<file path="src/mm_defines.svh">
`ifndef MM_DEFINES_SVH
`define MM_DEFINES_SVH

// lane and memory geometry
`define MM_DWIDTH 16
`define MM_AWIDTH 7
`define MM_MEM_SIZE 128

// array is square, one lane per row or column
`define MM_MAT_SIZE 4

// sequencer counter values
`define MM_DRAIN_START 16
`define MM_DONE_COUNT 21

`endif
</file>
<file path="src/mm_pkg.sv">
`include "mm_defines.svh"

package mm_pkg;

  // one operand or result lane
  typedef logic [`MM_DWIDTH-1:0] lane_t;

  // lane 0 sits in the low bits
  typedef lane_t [`MM_MAT_SIZE-1:0] word_t;

  typedef logic [`MM_AWIDTH-1:0] addr_t;

  // full product sum, wraps modulo 2^32
  typedef logic [2*`MM_DWIDTH-1:0] acc_t;

  // host access as seen on the top-level pins
  typedef struct packed {
    logic  wr_en;
    logic  rd_en;
    logic  we_a;
    logic  we_b;
    addr_t addr;
    word_t data;
  } host_req_t;

  typedef enum logic [1:0] {
    IDLE,
    FEED,
    DRAIN,
    DONE
  } mm_state_e;

  // saturated results, row i at entries 4*i to 4*i+3
  typedef lane_t [`MM_MAT_SIZE*`MM_MAT_SIZE-1:0] result_grid_t;

endpackage

</file>
<file path="src/operand_skew.sv">
`timescale 1ns/1ns
`include "mm_defines.svh"

module operand_skew (
  input  logic          clk,
  input  logic          reset,
  input  logic          clear,
  input  logic          valid,
  input  mm_pkg::word_t word,
  output mm_pkg::word_t lanes
);

  mm_pkg::word_t entry;

  // zeros outside the four real words
  assign entry = valid ? word : '0;

  genvar i;
  generate
    for (i = 0; i < `MM_MAT_SIZE; i++) begin : g_lane
      if (i == 0) begin : g_direct
        assign lanes[i] = entry[i];
      end else begin : g_delay
        // lane i waits i cycles
        mm_pkg::lane_t pipe [i];

        always_ff @(posedge clk) begin
          if (reset || clear) begin
            for (int k = 0; k < i; k++) begin
              pipe[k] <= '0;
            end
          end else begin
            pipe[0] <= entry[i];
            for (int k = 1; k < i; k++) begin
              pipe[k] <= pipe[k-1];
            end
          end
        end

        assign lanes[i] = pipe[i-1];
      end
    end
  endgenerate

endmodule

</file>
<file path="config.mk">
export PLATFORM = sky130hd
export DESIGN_NAME = operand_skew
export DESIGN_NICKNAME = d
export VERILOG_FILES = /design/src/mm_pkg.sv /design/src/operand_skew.sv
export VERILOG_INCLUDE_DIRS = /design/src
export SDC_FILE = /design/constraint.sdc
export NUM_CORES = 1
export LEC_CHECK = 0
export ABC_AREA = 1
export BUFFER_PORTS_ARGS = -buffer_cell sky130_fd_sc_hd__buf_2
export CORE_AREA = 3 3 77 93
export CTS_CLUSTER_SIZE = 14
export DETAILED_ROUTE_END_ITERATION = 7
export DIE_AREA = 0 0 80 96
export GPL_TIMING_DRIVEN = 0
export PLACE_DENSITY = 0.81
export SKIP_CTS_REPAIR_TIMING = 1
export SLEW_MARGIN = 10
export SYNTH_ARGS = -nofsm -noshare
export SYNTH_HDL_FRONTEND = slang
export SYNTH_SLANG_ARGS = --single-unit
export TNS_END_PERCENT = 50
</file>
<file path="constraint.sdc">
create_clock -name clk -period 1.18 [get_ports clk]
set_input_delay 0.059 -clock clk [delete_from_list [all_inputs] [get_ports clk]]
set_output_delay 0.059 -clock clk [all_outputs]
set_load 0.005 [all_outputs]
</file>
==> impl_metrics.csv <==
group,metric,value,unit
run_status,status,"completed",
finish,nets,624,
synthesis,synth_top_area_cell,"dfxtp_1",
sta,drv_slew,0,
pwr,clkPwrFrac,34.7,%
floorplanning,core_area,6410,µm²
synthesis,avgSynthCellArea,8.51,µm²
global_route,antenna_found_initial,0,
global_route,grt_max_degree,16,
finish,nFillCells,472,
clock_tree,clockBufferDepth,2,
floorplanning,rows,32,
sta,hold_slack,0.137,ns
synthesis,ys_seq_area_share,61.5,%
finish,largest_reg_flops,96,
clock_tree,clock_latency,0.35,ns
floorplanning,ios,132,
global_route,grt_util_all_layers,15.4,%
synthesis,synth.area.top_cells,"dfxtp_1 62%, inv_1 13%, nor2_1 12%",
clock_tree,clk_transition_reported_paths,0.09,ns
clock_tree,numCtsBuffers,9,
floorplanning,die_y,96,µm
setup_path,crit_path_end_kind,"output pin",
sta,clock_skew,0.00703,ns
clock_tree,cts_tree,"done",
sta,tightestPinTransition,0.193,ns
pwr,switching_share,21.5,%
detailed_routing,drt_iter0_markers,48,
setup_path,start_kind,"flip-flop",
finish,final-seq-area,1920,µm²
sta,timing.fmax,1030,MHz
clock_tree,htree_levels,3,
finish,multi_input_area,438,µm²
pwr,seqPwrFrac,56.9,%
place,place_hpwl,4.33,mm
pwr,ir_drop,0.000892,V
floorplanning,die_area,7680,µm²
place,numPortBuffers,130,
detailed_routing,ant_nets,0,
sta,rsz0062_at_grt,"false",
setup_path,timing.critical_path.fanout_max,1,
detailed_routing,first_pass_iters,6,
clock_tree,root_buffer,"clkbuf_8",
floorplanning,initial_utilization,48.8,%
pwr,p_leak,2.51,nW
global_route,grt_overflow,0,
detailed_routing,avgViaCountPerCell,3.96,
clock_tree,cts_num_sinks,96,
pwr,internal_power,4.56,mW
pwr,switchingPower,1.25,mW
sta,period_minus_slack,0.966,ns
finish,area_growth_syn_to_layout,45.6,%
min_path,hp-class,"input port to flip-flop",
finish,antennaDiodeCount,0,
pwr,p_per_area,1280,nW/µm²
run,drv_cap,0,
global_route,grt_pass1_vias,2271,
synthesis,syn_area,3120,µm²
sta,hold_viol,0,
synthesis,ys_seq_elements,96,
setup_path,worstSetupPathType,"flip-flop to output pin",
synthesis,ys_warn_count,0,
setup_path,cp.arrival,0.91,ns
finish,largestRegisters,"g_lane.g_delay.pipe: 96 flops",
synthesis,yosysTopAreaCellShare,61.5,%
detailed_routing,drc,0,
synthesis,netlist_instances,367,
sta,setup-violations-final,0,
detailed_routing,wl_per_cell,10.8,µm
pwr,combPwrFrac,8.4,%
sta,finalCritPeriodShare,81.9,%
synthesis,synth_nets,435,
finish,final_layout_size_suffix_gt1_share,34.0,%
floorplanning,dieWidth,80,µm
detailed_routing,via_count,2559,
sta,relSlewSlack,87.1,%
setup_path,worstPathRequired,1.12,ns
sta,tns,0,ns
place,routabilityCongestion,0.739,
global_route,grt_pass1_wl,9.09,mm
finish,top_register,"g_lane.g_delay.pipe",
detailed_routing,drt_wl_total,6.95,mm
pwr,power.total,5.81,mW
synthesis,ys_types,10,
==> cells by family (layout without fill, tap and decap cells) <==
logic type,after synthesis,after routing,share of synthesized area (%)
flip-flops,96,96,61.5
buffers and inverters,157,351,24.5
AND/OR/NAND/NOR,114,114,14.0
==> worst max-delay path, stage by stage (launching register included) <==
cell and delay (ns):
dfxtp_1 0.32, buf_4 0.12, buf_2 0.11
==> cell usage after synthesis <==
library cell	count
buf_2	5
buf_4	33
buf_6	6
dfxtp_1	96
inv_1	112
inv_2	1
nand2_1	16
nand2_2	1
nor2_1	96
nor2_4	1
==> final cells by class <==
type | count | area share (%)
multi-input combinational | 114 | 9.63
sequential | 96 | 42.2
tap | 85 | 2.34
clock buffer | 11 | 2.89
clock inverter | 5 | 1.24
inverter | 113 | 9.32
timing repair buffer | 178 | 24.9
buffer | 44 | 7.48
==> worst paths after layout <==
path	slack, ns	end	cells past startpoint	startpoint
min reg2reg	0.41	g_lane[3].g_delay.pipe[0][32]	2	g_lane[3].g_delay.pipe[0][16]
max reg2reg	0.61	g_lane[2].g_delay.pipe[0][22]	2	g_lane[2].g_delay.pipe[0][6]
min	0.14	g_lane[3].g_delay.pipe[0][21]	5	reset
max	0.21	lanes[38]	2	g_lane[2].g_delay.pipe[0][22]
==> metal layers <==
layer / track usage [%] / up-vias / wire [µm]
li1: - / 1330 / -
met1: 14.1 / 1105 / 2480
met2: 30.0 / 112 / 3800
met3: 4.78 / 12 / 498
met4: 7.61 / 0 / 172
met5: 0 / - / 0
==> metrics by stage <==
| stage | util, % | setup WS (ns) | instances | cell area, µm² |
|---|---|---|---|---|
| 5_1_grt | 71.0 | 0.174 | 646 | 4550 |
| 3_3_place_gp | 60.6 | 0.358 | 582 | 3880 |
| 2_1_floorplan | - | 0.518 | 367 | 3120 |
| 6_report | 71.0 | 0.214 | 646 | 4550 |
| 3_5_place_dp | 60.6 | 0.340 | 582 | 3880 |
| 4_1_cts | 63.5 | 0.193 | 598 | 4070 |
==> power by group through the flow <==
stage	logic, mW	clock network (mW)	registers (mW)
after global routing	0.548	2.19	3.31
final	0.490	2.01	3.31
after CTS	0.356	2.06	3.31
after global placement	0.345	0	3.38
after detailed placement	0.354	0	3.38
after floorplan	0.165	0	3.38
==> cell usage in the layout, fill, tap and decap left out <==
master,instances
dlygate4sd3_1,48
bufinv_16,1
clkinvlp_4,1
clkbuf_1,2
nor2_1,96
buf_4,33
inv_6,1
buf_2,135
inv_2,1
clkbuf_8,9
buf_6,6
nand2_1,16
clkinv_2,2
inv_1,112
nand2_2,1
nor2_4,1
dfxtp_1,96
(Power assumes the default switching activity.)
