==> src/mm_defines.svh <==
`ifndef MM_DEFINES_SVH
`define MM_DEFINES_SVH

// lane and memory geometry
`define MM_DWIDTH 16
`define MM_AWIDTH 7
`define MM_MEM_SIZE 128

// array is square, one lane per row or column
`define MM_MAT_SIZE 4

// sequencer counter values
`define MM_DRAIN_START 16
`define MM_DONE_COUNT 21

`endif
==> src/mm_pkg.sv <==
`include "mm_defines.svh"

package mm_pkg;

  // one operand or result lane
  typedef logic [`MM_DWIDTH-1:0] lane_t;

  // lane 0 sits in the low bits
  typedef lane_t [`MM_MAT_SIZE-1:0] word_t;

  typedef logic [`MM_AWIDTH-1:0] addr_t;

  // full product sum, wraps modulo 2^32
  typedef logic [2*`MM_DWIDTH-1:0] acc_t;

  // host access as seen on the top-level pins
  typedef struct packed {
    logic  wr_en;
    logic  rd_en;
    logic  we_a;
    logic  we_b;
    addr_t addr;
    word_t data;
  } host_req_t;

  typedef enum logic [1:0] {
    IDLE,
    FEED,
    DRAIN,
    DONE
  } mm_state_e;

  // saturated results, row i at entries 4*i to 4*i+3
  typedef lane_t [`MM_MAT_SIZE*`MM_MAT_SIZE-1:0] result_grid_t;

endpackage

==> src/host_port.sv <==
`timescale 1ns/1ns

module host_port (
  input  logic              clk,
  input  logic              reset,
  input  mm_pkg::host_req_t req,
  input  logic              running,
  input  mm_pkg::addr_t     feed_addr,
  input  logic              c_we,
  input  mm_pkg::addr_t     c_addr,
  output mm_pkg::addr_t     a_addr,
  output mm_pkg::addr_t     b_addr,
  output mm_pkg::addr_t     c_mem_addr,
  output logic              a_we,
  output logic              b_we,
  output logic              c_mem_we,
  output mm_pkg::word_t     wr_data
);

  mm_pkg::host_req_t req_q;
  mm_pkg::addr_t     c_rd_addr;

  // address, data and strobes move together, one stage
  always_ff @(posedge clk) begin
    if (reset) begin
      req_q <= '0;
    end else begin
      req_q <= req;
    end
  end

  // last host read address, held so the C output stays put between reads
  always_ff @(posedge clk) begin
    if (reset) begin
      c_rd_addr <= '0;
    end else if (req.rd_en && !running) begin
      c_rd_addr <= req.addr;
    end
  end

  // sequencer owns all three memories during a run
  assign a_addr  = running ? feed_addr : req_q.addr;
  assign b_addr  = running ? feed_addr : req_q.addr;
  assign a_we    = !running && req_q.wr_en && req_q.we_a;
  assign b_we    = !running && req_q.wr_en && req_q.we_b;
  assign wr_data = req_q.data;

  assign c_mem_addr = running ? c_addr : c_rd_addr;
  assign c_mem_we   = running && c_we;

  // a host write to A or B always carries a known word
  a_host_write_known : assert property (
    @(posedge clk) disable iff (reset)
    (a_we || b_we) |-> !$isunknown(wr_data)
  );

endmodule

==> config.mk <==
export PLATFORM = sky130hd
export DESIGN_NAME = host_port
export DESIGN_NICKNAME = d
export VERILOG_FILES = /design/src/mm_pkg.sv /design/src/host_port.sv
export VERILOG_INCLUDE_DIRS = /design/src
export SDC_FILE = /design/constraint.sdc
export NUM_CORES = 1
export LEC_CHECK = 0
export ABC_CLOCK_PERIOD_IN_PS = 1000
export CAP_MARGIN = 25
export CORE_MARGIN = 3
export CORE_UTILIZATION = 60
export DETAILED_ROUTE_END_ITERATION = 6
export DONT_BUFFER_PORTS = 1
export HOLD_SLACK_MARGIN = 0.1
export PLACE_DENSITY_LB_ADDON = 0.25
export SLEW_MARGIN = 20
export SYNTH_ARGS = -nofsm -noshare
export SYNTH_HDL_FRONTEND = slang
export SYNTH_SLANG_ARGS = --single-unit
==> constraint.sdc <==
create_clock -name clk -period 1 [get_ports clk]
set_clock_uncertainty 0.05 [all_clocks]
set_input_delay 0.05 -clock clk [delete_from_list [all_inputs] [get_ports clk]]
set_output_delay 0.05 -clock clk [all_outputs]
set_load 0.05 [all_outputs]
==> flow_metrics.py <==
metrics = {
    "synth": {
        "yosysTopAreaCellShare_pct": 53.2,
        "syn-num-nets": 362,
        "synthAdderAreaFrac_pct": 0,
        "async_flop_share_pct": 0,
        "synth_top_family_by_area": "buffers and inverters",
        "yosysSeqAreaShare_pct": 53.2,
        "ys.flop_type": "dfxtp_1",
        "synth_top_area_cell": "dfxtp_1",
        "synth_cell_types": 11,
        "yosys_warnings": 0,
        "synth_enable_flop_cells": 0,
        "yosys.area_share.simple_pct": 17.9,
        "synthMuxAreaShare_pct": 8.62,
        "ys_ff_latch": 81,
        "synth_compound_area_share_pct": 0,
        "synthesis.area_mm2": 0.00305,
        "avgSynthCellArea_um2": 11.3,
        "synth_commonest_cells": "dfxtp_1, nor2b_1, buf_4",
        "synth_xor_area_share_pct": 0,
        "postSynthCellCount": 269,
        "synth_area_leaders": "dfxtp_1, buf_4, nor2b_1",
        "yosysMostFrequentCell": "dfxtp_1",
    },
    "sta": {
        "maxSlewHeadroom_pct": 67.6,
        "rsz0062_at_grt": "yes",
        "tns_ns": -3.51,
        "period_share_pct": 121,
        "hold_ws_ns": -0.0334,
        "period_minus_slack_ns": 1.21,
        "fmax_mhz": 825,
        "worst_pin_slew_ns": 0.489,
        "setup_viol_count_final": 23,
        "setup_ws_ns": -0.212,
        "maxSlewViolCount": 0,
        "finalHoldViolations": 20,
    },
    "floorplanning": {
        "io_pins": 181,
        "die_x_um": 77.3,
        "die_area_mm2": 0.00597,
        "die_y_um": 77.3,
        "core_mm2": 0.00482,
        "start_util_pct": 63.2,
        "rows": 25,
    },
    "worst_hold_path": {
        "hold_depth": 2,
        "min_from": "reset",
        "hold_path.class": "in -> reg",
        "holdPathEnd": "wr_data[1]",
    },
    "outcome": {
        "status": "finished with violations",
        "violations": "negative hold slack, negative setup slack",
    },
    "detailed_routing": {
        "detail_route.first_pass.iterations": 4,
        "drt_wl_total_mm": 8.19,
        "drtIter0Drc": 70,
        "vias_per_cell": 4.75,
        "route.detailed.drc": 0,
        "routedWlPerCell_um": 19.5,
        "drtAntennaViolNets": 0,
        "vias": 1997,
    },
    "worst_setup_path": {
        "cp-start-kind": "flip-flop",
        "critPathBufInv": 1,
        "endpoint_kind": "output port",
        "critPathMaxFanout": 2,
        "slowest_stage": "dfxtp_1",
        "r2r_cells": 3,
        "cp_slowest_stage_delay_ns": 0.32,
        "rrSetupSlack_ns": 0.01,
        "crit_required_ns": 0.90,
        "crit_family": "flip-flops",
        "reg2reg_to": "c_rd_addr[5]",
        "crit_type": "reg -> out",
        "rr_startpoint": "c_rd_addr[5]",
        "crit_path_cell_trace": "mux2_4 -> buf_12",
        "cp.arrival_ns": 1.11,
    },
    "flow_run": {
        "cap_violations": 0,
    },
    "cts": {
        "ctsHoldBuffers": 75,
        "cts_num_sinks": 81,
        "root_buffer": "clkbuf_8",
        "cts_buffers": 9,
        "ctsLongestPathBuffers": 2,
        "cts-htree-levels": 3,
        "clk_pin_slew_ns": 0.09,
        "insertion_delay_ns": 0.32,
        "cts_tree": "yes",
    },
    "finish": {
        "nets": 441,
        "diodes": 0,
        "layout-drive-gt1-share_pct": 34.6,
        "fin_util_pct": 88.3,
        "area_growth_pct": 39.6,
    },
    "power": {
        "p_leak_nw": 1.96,
        "power_density_mw_per_mm2": 1730,
        "vdd_drop_max_uv": 1430,
    },
    "grt": {
        "grt_usage_pct": 27.3,
        "grt_pass1_vias": 2189,
        "grt_pass1_wl_mm": 12.2,
        "antenna_found_initial": 0,
        "grt_max_degree": 48,
        "overflow": 0,
    },
    "place": {
        "port_buffers": 0,
        "routabilityCongestion": 0.733,
        "hpwlAfterDp_mm": 4.21,
    },
}
-- cell families after synthesis --
logic type,after synthesis
and+or+nand+nor,85
buffers and inverters,82
DFF,81
muxes,21
-- placed cells by master, fill, tap and decap left out, types with 5 or more instances in the layout --
| cell type | netlist | final |
|---|---|---|
| buf_12 | 0 | 11 |
| buf_6 | 3 | 10 |
| mux2_4 | 7 | 21 |
| clkbuf_8 | 0 | 9 |
| dlygate4sd3_1 | 0 | 74 |
| dfxtp_1 | 81 | 73 |
| nor2b_1 | 76 | 76 |
| buf_4 | 75 | 55 |
| and2b_1 | 5 | 5 |
| dfxtp_2 | 0 | 8 |
-- area by class of cell --
cell class | instances | area [um^2]
Sequential cell | 81 | 1630
Timing Repair Buffer | 150 | 1490
Fill cell | 223 | 564
Clock buffer | 11 | 131
Tap cell | 67 | 83.8
Multi-Input combinational cell | 106 | 863
Clock inverter | 5 | 56.3
-- layer usage --
metal,global-route usage (%),wire (um),vias up
met5,0,0,-
met1,26.4,2780,947
met3,9.15,700,19
li1,-,-,911
met2,51.8,4490,120
met4,12.1,221,0
-- power breakdown --
group	leakage, nW	switching, W	total, W	internal, W
Combinational	1.19	0.000977	0.00164	0.000661
Sequential	0.677	0.0000669	0.00347	0.00340
Clock	0.0933	0.00111	0.00227	0.00115
-- state kept, by name, indices dropped and copies added, names as in the netlist --
signal / count
c_rd_addr: 7
wr_data: 64
req_q: 10
-- worst register-to-register path, stage by stage (launching register included) --
cell	delay [ns]
dfxtp_2	0.32
buf_4	0.12
nor2b_1	0.12
mux2_4	0.26
-- timing repair --
action                                 in CTS  in global routing
setup buffers                               0                  1
endpoints found under the hold margin      81                 29
pin swaps                                   0                  0
setup endpoints to repair                  23                 33
gates resized for setup                    18                 16
-- stage by stage --
step           setup slack, ns  std cells  instance area (um^2)  hold WS, ns  power [W]
2_1_floorplan          -0.0854        269                  3050       0.0827    0.00475
3_3_place_gp             0.170        328                  3190       0.0822    0.00482
3_5_place_dp             0.144        328                  3190       0.0826    0.00484
4_1_cts                 -0.202        419                  4200      -0.0427    0.00731
5_1_grt                 -0.247        420                  4250      -0.0384    0.00761
6_report                -0.212        420                  4250      -0.0334    0.00737
-- worst max-delay path by stage --
stage | from | endpoint | slack (ns) | cells after the start
finish | req_q[69] | a_addr[5] | -0.21 | 2
floorplan | running | b_addr[4] | -0.09 | 4
global route | req_q[69] | a_addr[5] | -0.25 | 2
detailed placement | c_rd_addr[0] | c_rd_addr[0] | 0.14 | 2
global placement | c_rd_addr[0] | c_rd_addr[0] | 0.17 | 2
CTS | req_q[70] | b_addr[6] | -0.20 | 2
Power figures use the tool's default switching activity.
