## src/mm_defines.svh

```systemverilog
`ifndef MM_DEFINES_SVH
`define MM_DEFINES_SVH

// lane and memory geometry
`define MM_DWIDTH 16
`define MM_AWIDTH 7
`define MM_MEM_SIZE 128

// array is square, one lane per row or column
`define MM_MAT_SIZE 4

// sequencer counter values
`define MM_DRAIN_START 16
`define MM_DONE_COUNT 21

`endif
```

## src/mm_pkg.sv

```systemverilog
`include "mm_defines.svh"

package mm_pkg;

  // one operand or result lane
  typedef logic [`MM_DWIDTH-1:0] lane_t;

  // lane 0 sits in the low bits
  typedef lane_t [`MM_MAT_SIZE-1:0] word_t;

  typedef logic [`MM_AWIDTH-1:0] addr_t;

  // full product sum, wraps modulo 2^32
  typedef logic [2*`MM_DWIDTH-1:0] acc_t;

  // host access as seen on the top-level pins
  typedef struct packed {
    logic  wr_en;
    logic  rd_en;
    logic  we_a;
    logic  we_b;
    addr_t addr;
    word_t data;
  } host_req_t;

  typedef enum logic [1:0] {
    IDLE,
    FEED,
    DRAIN,
    DONE
  } mm_state_e;

  // saturated results, row i at entries 4*i to 4*i+3
  typedef lane_t [`MM_MAT_SIZE*`MM_MAT_SIZE-1:0] result_grid_t;

endpackage

```

## src/mm_sequencer.sv

```systemverilog
`timescale 1ns/1ns
`include "mm_defines.svh"

module mm_sequencer (
  input  logic              clk,
  input  logic              reset,
  input  logic              start,
  output mm_pkg::addr_t     feed_addr,
  output logic              feed_valid,
  output logic              clear,
  output logic              acc_en,
  output logic [1:0]        row_sel,
  output logic              c_we,
  output mm_pkg::addr_t     c_addr,
  output logic              done
);

  mm_pkg::mm_state_e state;
  mm_pkg::mm_state_e state_next;
  logic [4:0]        cnt;
  logic              rd_window;

  always_comb begin
    state_next = state;
    case (state)
      mm_pkg::IDLE: begin
        if (start) begin
          state_next = mm_pkg::FEED;
        end
      end
      mm_pkg::FEED: begin
        if (cnt == 5'(`MM_DRAIN_START - 1)) begin
          state_next = mm_pkg::DRAIN;
        end
      end
      mm_pkg::DRAIN: begin
        if (cnt == 5'(`MM_DONE_COUNT - 1)) begin
          state_next = mm_pkg::DONE;
        end
      end
      mm_pkg::DONE: begin
        state_next = mm_pkg::DONE;
      end
      default: begin
        state_next = mm_pkg::IDLE;
      end
    endcase
    // dropping start aborts or ends the run
    if (!start) begin
      state_next = mm_pkg::IDLE;
    end
  end

  // counter reads 0 in the first cycle of FEED, parks at the done count
  always_ff @(posedge clk) begin
    if (reset) begin
      state <= mm_pkg::IDLE;
      cnt   <= '0;
    end else begin
      state <= state_next;
      if (state == mm_pkg::IDLE || state_next == mm_pkg::IDLE) begin
        cnt <= '0;
      end else if (state != mm_pkg::DONE) begin
        cnt <= cnt + 5'd1;
      end
    end
  end

  // words 0 to 3 of A and B
  assign rd_window = (state == mm_pkg::FEED) && (cnt < 5'(`MM_MAT_SIZE));
  assign feed_addr = rd_window ? mm_pkg::addr_t'(cnt) : '0;

  // memory read latency is one cycle
  always_ff @(posedge clk) begin
    if (reset) begin
      feed_valid <= 1'b0;
    end else begin
      feed_valid <= rd_window;
    end
  end

  assign clear  = !start || (state == mm_pkg::IDLE);
  assign acc_en = (state == mm_pkg::FEED);

  // one C row per cycle
  assign row_sel = 2'(cnt - 5'(`MM_DRAIN_START));
  assign c_we    = (state == mm_pkg::DRAIN) && (cnt < 5'(`MM_DRAIN_START + `MM_MAT_SIZE));
  assign c_addr  = mm_pkg::addr_t'(row_sel);

  assign done = (state == mm_pkg::DONE);

  a_done_follows_start : assert property (
    @(posedge clk) disable iff (reset)
    !start |=> !done
  );

endmodule

```

## config.mk

```make
export PLATFORM = sky130hd
export DESIGN_NAME = mm_sequencer
export DESIGN_NICKNAME = d
export VERILOG_FILES = /design/src/mm_pkg.sv /design/src/mm_sequencer.sv
export VERILOG_INCLUDE_DIRS = /design/src
export SDC_FILE = /design/constraint.sdc
export NUM_CORES = 1
export LEC_CHECK = 0
export ABC_CLOCK_PERIOD_IN_PS = 2100
export BUFFER_PORTS_ARGS = -buffer_cell sky130_fd_sc_hd__buf_2
export CORE_MARGIN = 2
export CORE_UTILIZATION = 35
export CTS_BUF_LIST = sky130_fd_sc_hd__clkbuf_8
export DETAILED_ROUTE_END_ITERATION = 12
export HOLD_SLACK_MARGIN = 0.05
export PLACE_DENSITY_LB_ADDON = 0.08
export SLEW_MARGIN = 40
export SYNTH_ARGS = -nofsm -noshare
export SYNTH_HDL_FRONTEND = slang
export SYNTH_SLANG_ARGS = --single-unit
export TNS_END_PERCENT = 100
```

## constraint.sdc

```tcl
create_clock -name clk -period 2.1 [get_ports clk]
set_clock_uncertainty 0.05 [all_clocks]
set_input_delay 0.105 -clock clk [delete_from_list [all_inputs] [get_ports clk]]
set_output_delay 0.105 -clock clk [all_outputs]
set_load 0.005 [all_outputs]
```

==> flow_summary.json <==
{
  "outcome": "finished, final reports clean",
  "clk_latency_ps": 230,
  "power.static_leakage_nw": 0.312,
  "post-route-drc-count": 0,
  "hold_viol": 0,
  "ys_types": 24,
  "ff2ff_path_depth": 6,
  "start_util": 0.361,
  "hpwl_um": 748,
  "mostFrequentLayoutCells": "buf_2 (13), conb_1 (10), dfxtp_1 (8), nor2_1 (6), inv_1 (4)",
  "period_share": 0.804,
  "fin_nets": 84,
  "drv_cap": 0,
  "antenna_found_initial": 0,
  "ant_nets": 0,
  "viasPerCell": 4.73,
  "holdPathEnd": "state[1]",
  "synth_cells": 66,
  "diodes": 0,
  "layout-drive-gt1-share": 0.273,
  "powerDensity_nw_per_um2": 634,
  "grt_pass1_vias": 362,
  "syn_avg_cell_area_um2": 8.06,
  "critPathRequiredTime_ps": 1950,
  "cts_sinks": 8,
  "die_height_um": 43.0,
  "dr.first_iter.drc_count": 8,
  "r2r_setup_slack_ps": 520,
  "clk_pin_slew_ps": 40,
  "die_width_um": 43.0,
  "ys_ff_latch": 8,
  "area_growth_pct": 11.3,
  "grt_pass1_wl_mm": 1.50,
  "fp.dieArea_um2": 1850,
  "reg2reg_to": "cnt[4]",
  "grt_max_degree": 11,
  "drt_wl_total_mm": 1.04,
  "synth_compound_area_frac": 0.108,
  "fin_area_um2": 592,
  "row_count": 14,
  "fmax_mhz": 593,
  "synth_top_family_by_area": "simple AND/OR/NAND/NOR gates",
  "ys_warn_count": 0,
  "report.final.slew_viol_count": 0,
  "vias": 440,
  "end_kind": "output port",
  "grt-ovfl-total": 0,
  "fin_cells": 93,
  "min_from": "start",
  "post_dp_cell_area_um2": 541,
  "tritoncts": "built",
  "dpl.cell_count": 89,
  "synthAdderAreaFrac": 0.0471,
  "routabilityCongestion": 0.757,
  "ys_seq_area_frac": 0.301,
  "first_pass_iters": 4,
  "coreArea_um2": 1470,
  "period_needed_ps": 1690,
  "portBuffers": 13,
  "ios": 24,
  "synth-xor-area-share": 0.0165,
  "final-setup-viol-count": 0,
  "htree_levels": 1,
  "synth_mux_area_frac": 0,
  "worstPathMaxFanout": 10,
  "path_class": "register to output port",
  "place_ws_ps": 518,
  "r2r-start": "cnt[0]",
  "fin_tns_setup_ps": 0,
  "grt_usage": 0.117,
  "syn_area_um2": 532,
  "hold_depth": 3,
  "hp-class": "primary input to register",
  "fin_util": 0.402,
  "start_kind": "register",
  "fillCellCount": 167,
  "cp.arrival_ps": 1530,
  "wl_per_cell_um": 11.1,
  "rsz0062_at_grt": "false",
  "final_common_cell": "buf_2",
  "ir_drop_uv": 256,
  "clock_path_buffers": 2,
  "worst_slack_ps": 412,
  "cts_root_buffer": "clkbuf_8",
  "synth_simple_gate_area_frac": 0.271,
  "cts_made_buffers": 3
}
## worst max-delay path, cell delays in order, from the launching register on
cell,delay (ps)
dfxtp_1,400
nor2b_2,200
nor4b_1,400
and2_1,190
buf_2,110
## cells by family after synthesis
kind of cell,after synthesis
flops,8
buf+inv,20
xor+xnor,1
other cells,1
simple gates,25
compound gates,9
fa+ha+maj,2
## timing repair
| item | CTS | global route |
|---|---|---|
| resized for setup | 0 | 0 |
| hold buffers | 1 | 0 |
| setup endpoints to repair | 0 | 0 |
| endpoints found under the hold margin | 1 | 0 |
| buffers inserted | 0 | 0 |
## worst max-delay path by stage
stage              from      endpoint  slack, ps  depth (start not counted)
2_1_floorplan    cnt[0]        cnt[4]        630                          6
3_3_place_gp     cnt[0]        cnt[4]        570                          6
3_5_place_dp     cnt[0]        cnt[4]        520                          6
4_1_cts        state[1]  feed_addr[1]        410                          4
5_1_grt        state[1]  feed_addr[0]        300                          4
6_report       state[1]  feed_addr[1]        410                          4
## power by group
group	switching, mW	internal [mW]
logic	0.0165	0.0116
registers	0.00189	0.155
clock network	0.0652	0.125
total	0.0836	0.291
## area by class of cell
class,instances,area [um2],share of cell area
inverter,4,15.0,0.0254
timing repair buffer,15,82.6,0.140
sequential,8,160,0.271
multi-input combinational,47,273,0.461
tap,16,20.0,0.0338
clock buffer,3,41.3,0.0698
## metrics by stage
step	hold WS, ps	total power [mW]
floorplan	127	0.192
global placement	231	0.186
detailed placement	227	0.186
CTS	263	0.381
global route	307	0.391
finish	267	0.375
## flip-flops by register name, summed over array words and instances, names as in the netlist
signal and count:
cnt 5, state 2, feed_valid 1
## per-layer routing
layer	vias up	global-route usage	share of wire	routed length, um
met1	199	0.127	0.45	466
met2	15	0.173	0.45	463
li1	221	-	-	-
met5	-	0	0	0
met4	0	0.109	0.035	36
met3	5	0.0426	0.066	68
## synthesized netlist by cell type
cell type / instances / area (um2)
a211oi_1: 1 / 7.51
a21oi_1: 3 / 15.0
a22oi_1: 1 / 7.51
a311oi_1: 1 / 8.76
a32oi_1: 1 / 8.76
and2_1: 2 / 12.5
and3_1: 2 / 12.5
and3_2: 3 / 22.5
buf_2: 1 / 5.00
buf_4: 15 / 113
conb_1: 1 / 3.75
dfxtp_1: 8 / 160
ha_1: 2 / 25.0
inv_1: 4 / 15.0
nand2_1: 3 / 11.3
nand2b_1: 3 / 18.8
nor2_1: 6 / 22.5
nor2b_1: 1 / 6.26
nor2b_2: 1 / 8.76
nor4_1: 2 / 12.5
nor4b_1: 1 / 8.76
o21ai_0: 2 / 10.0
or4_1: 1 / 7.51
xor2_1: 1 / 8.76
Note: power is estimated with default switching activity, not from simulation.
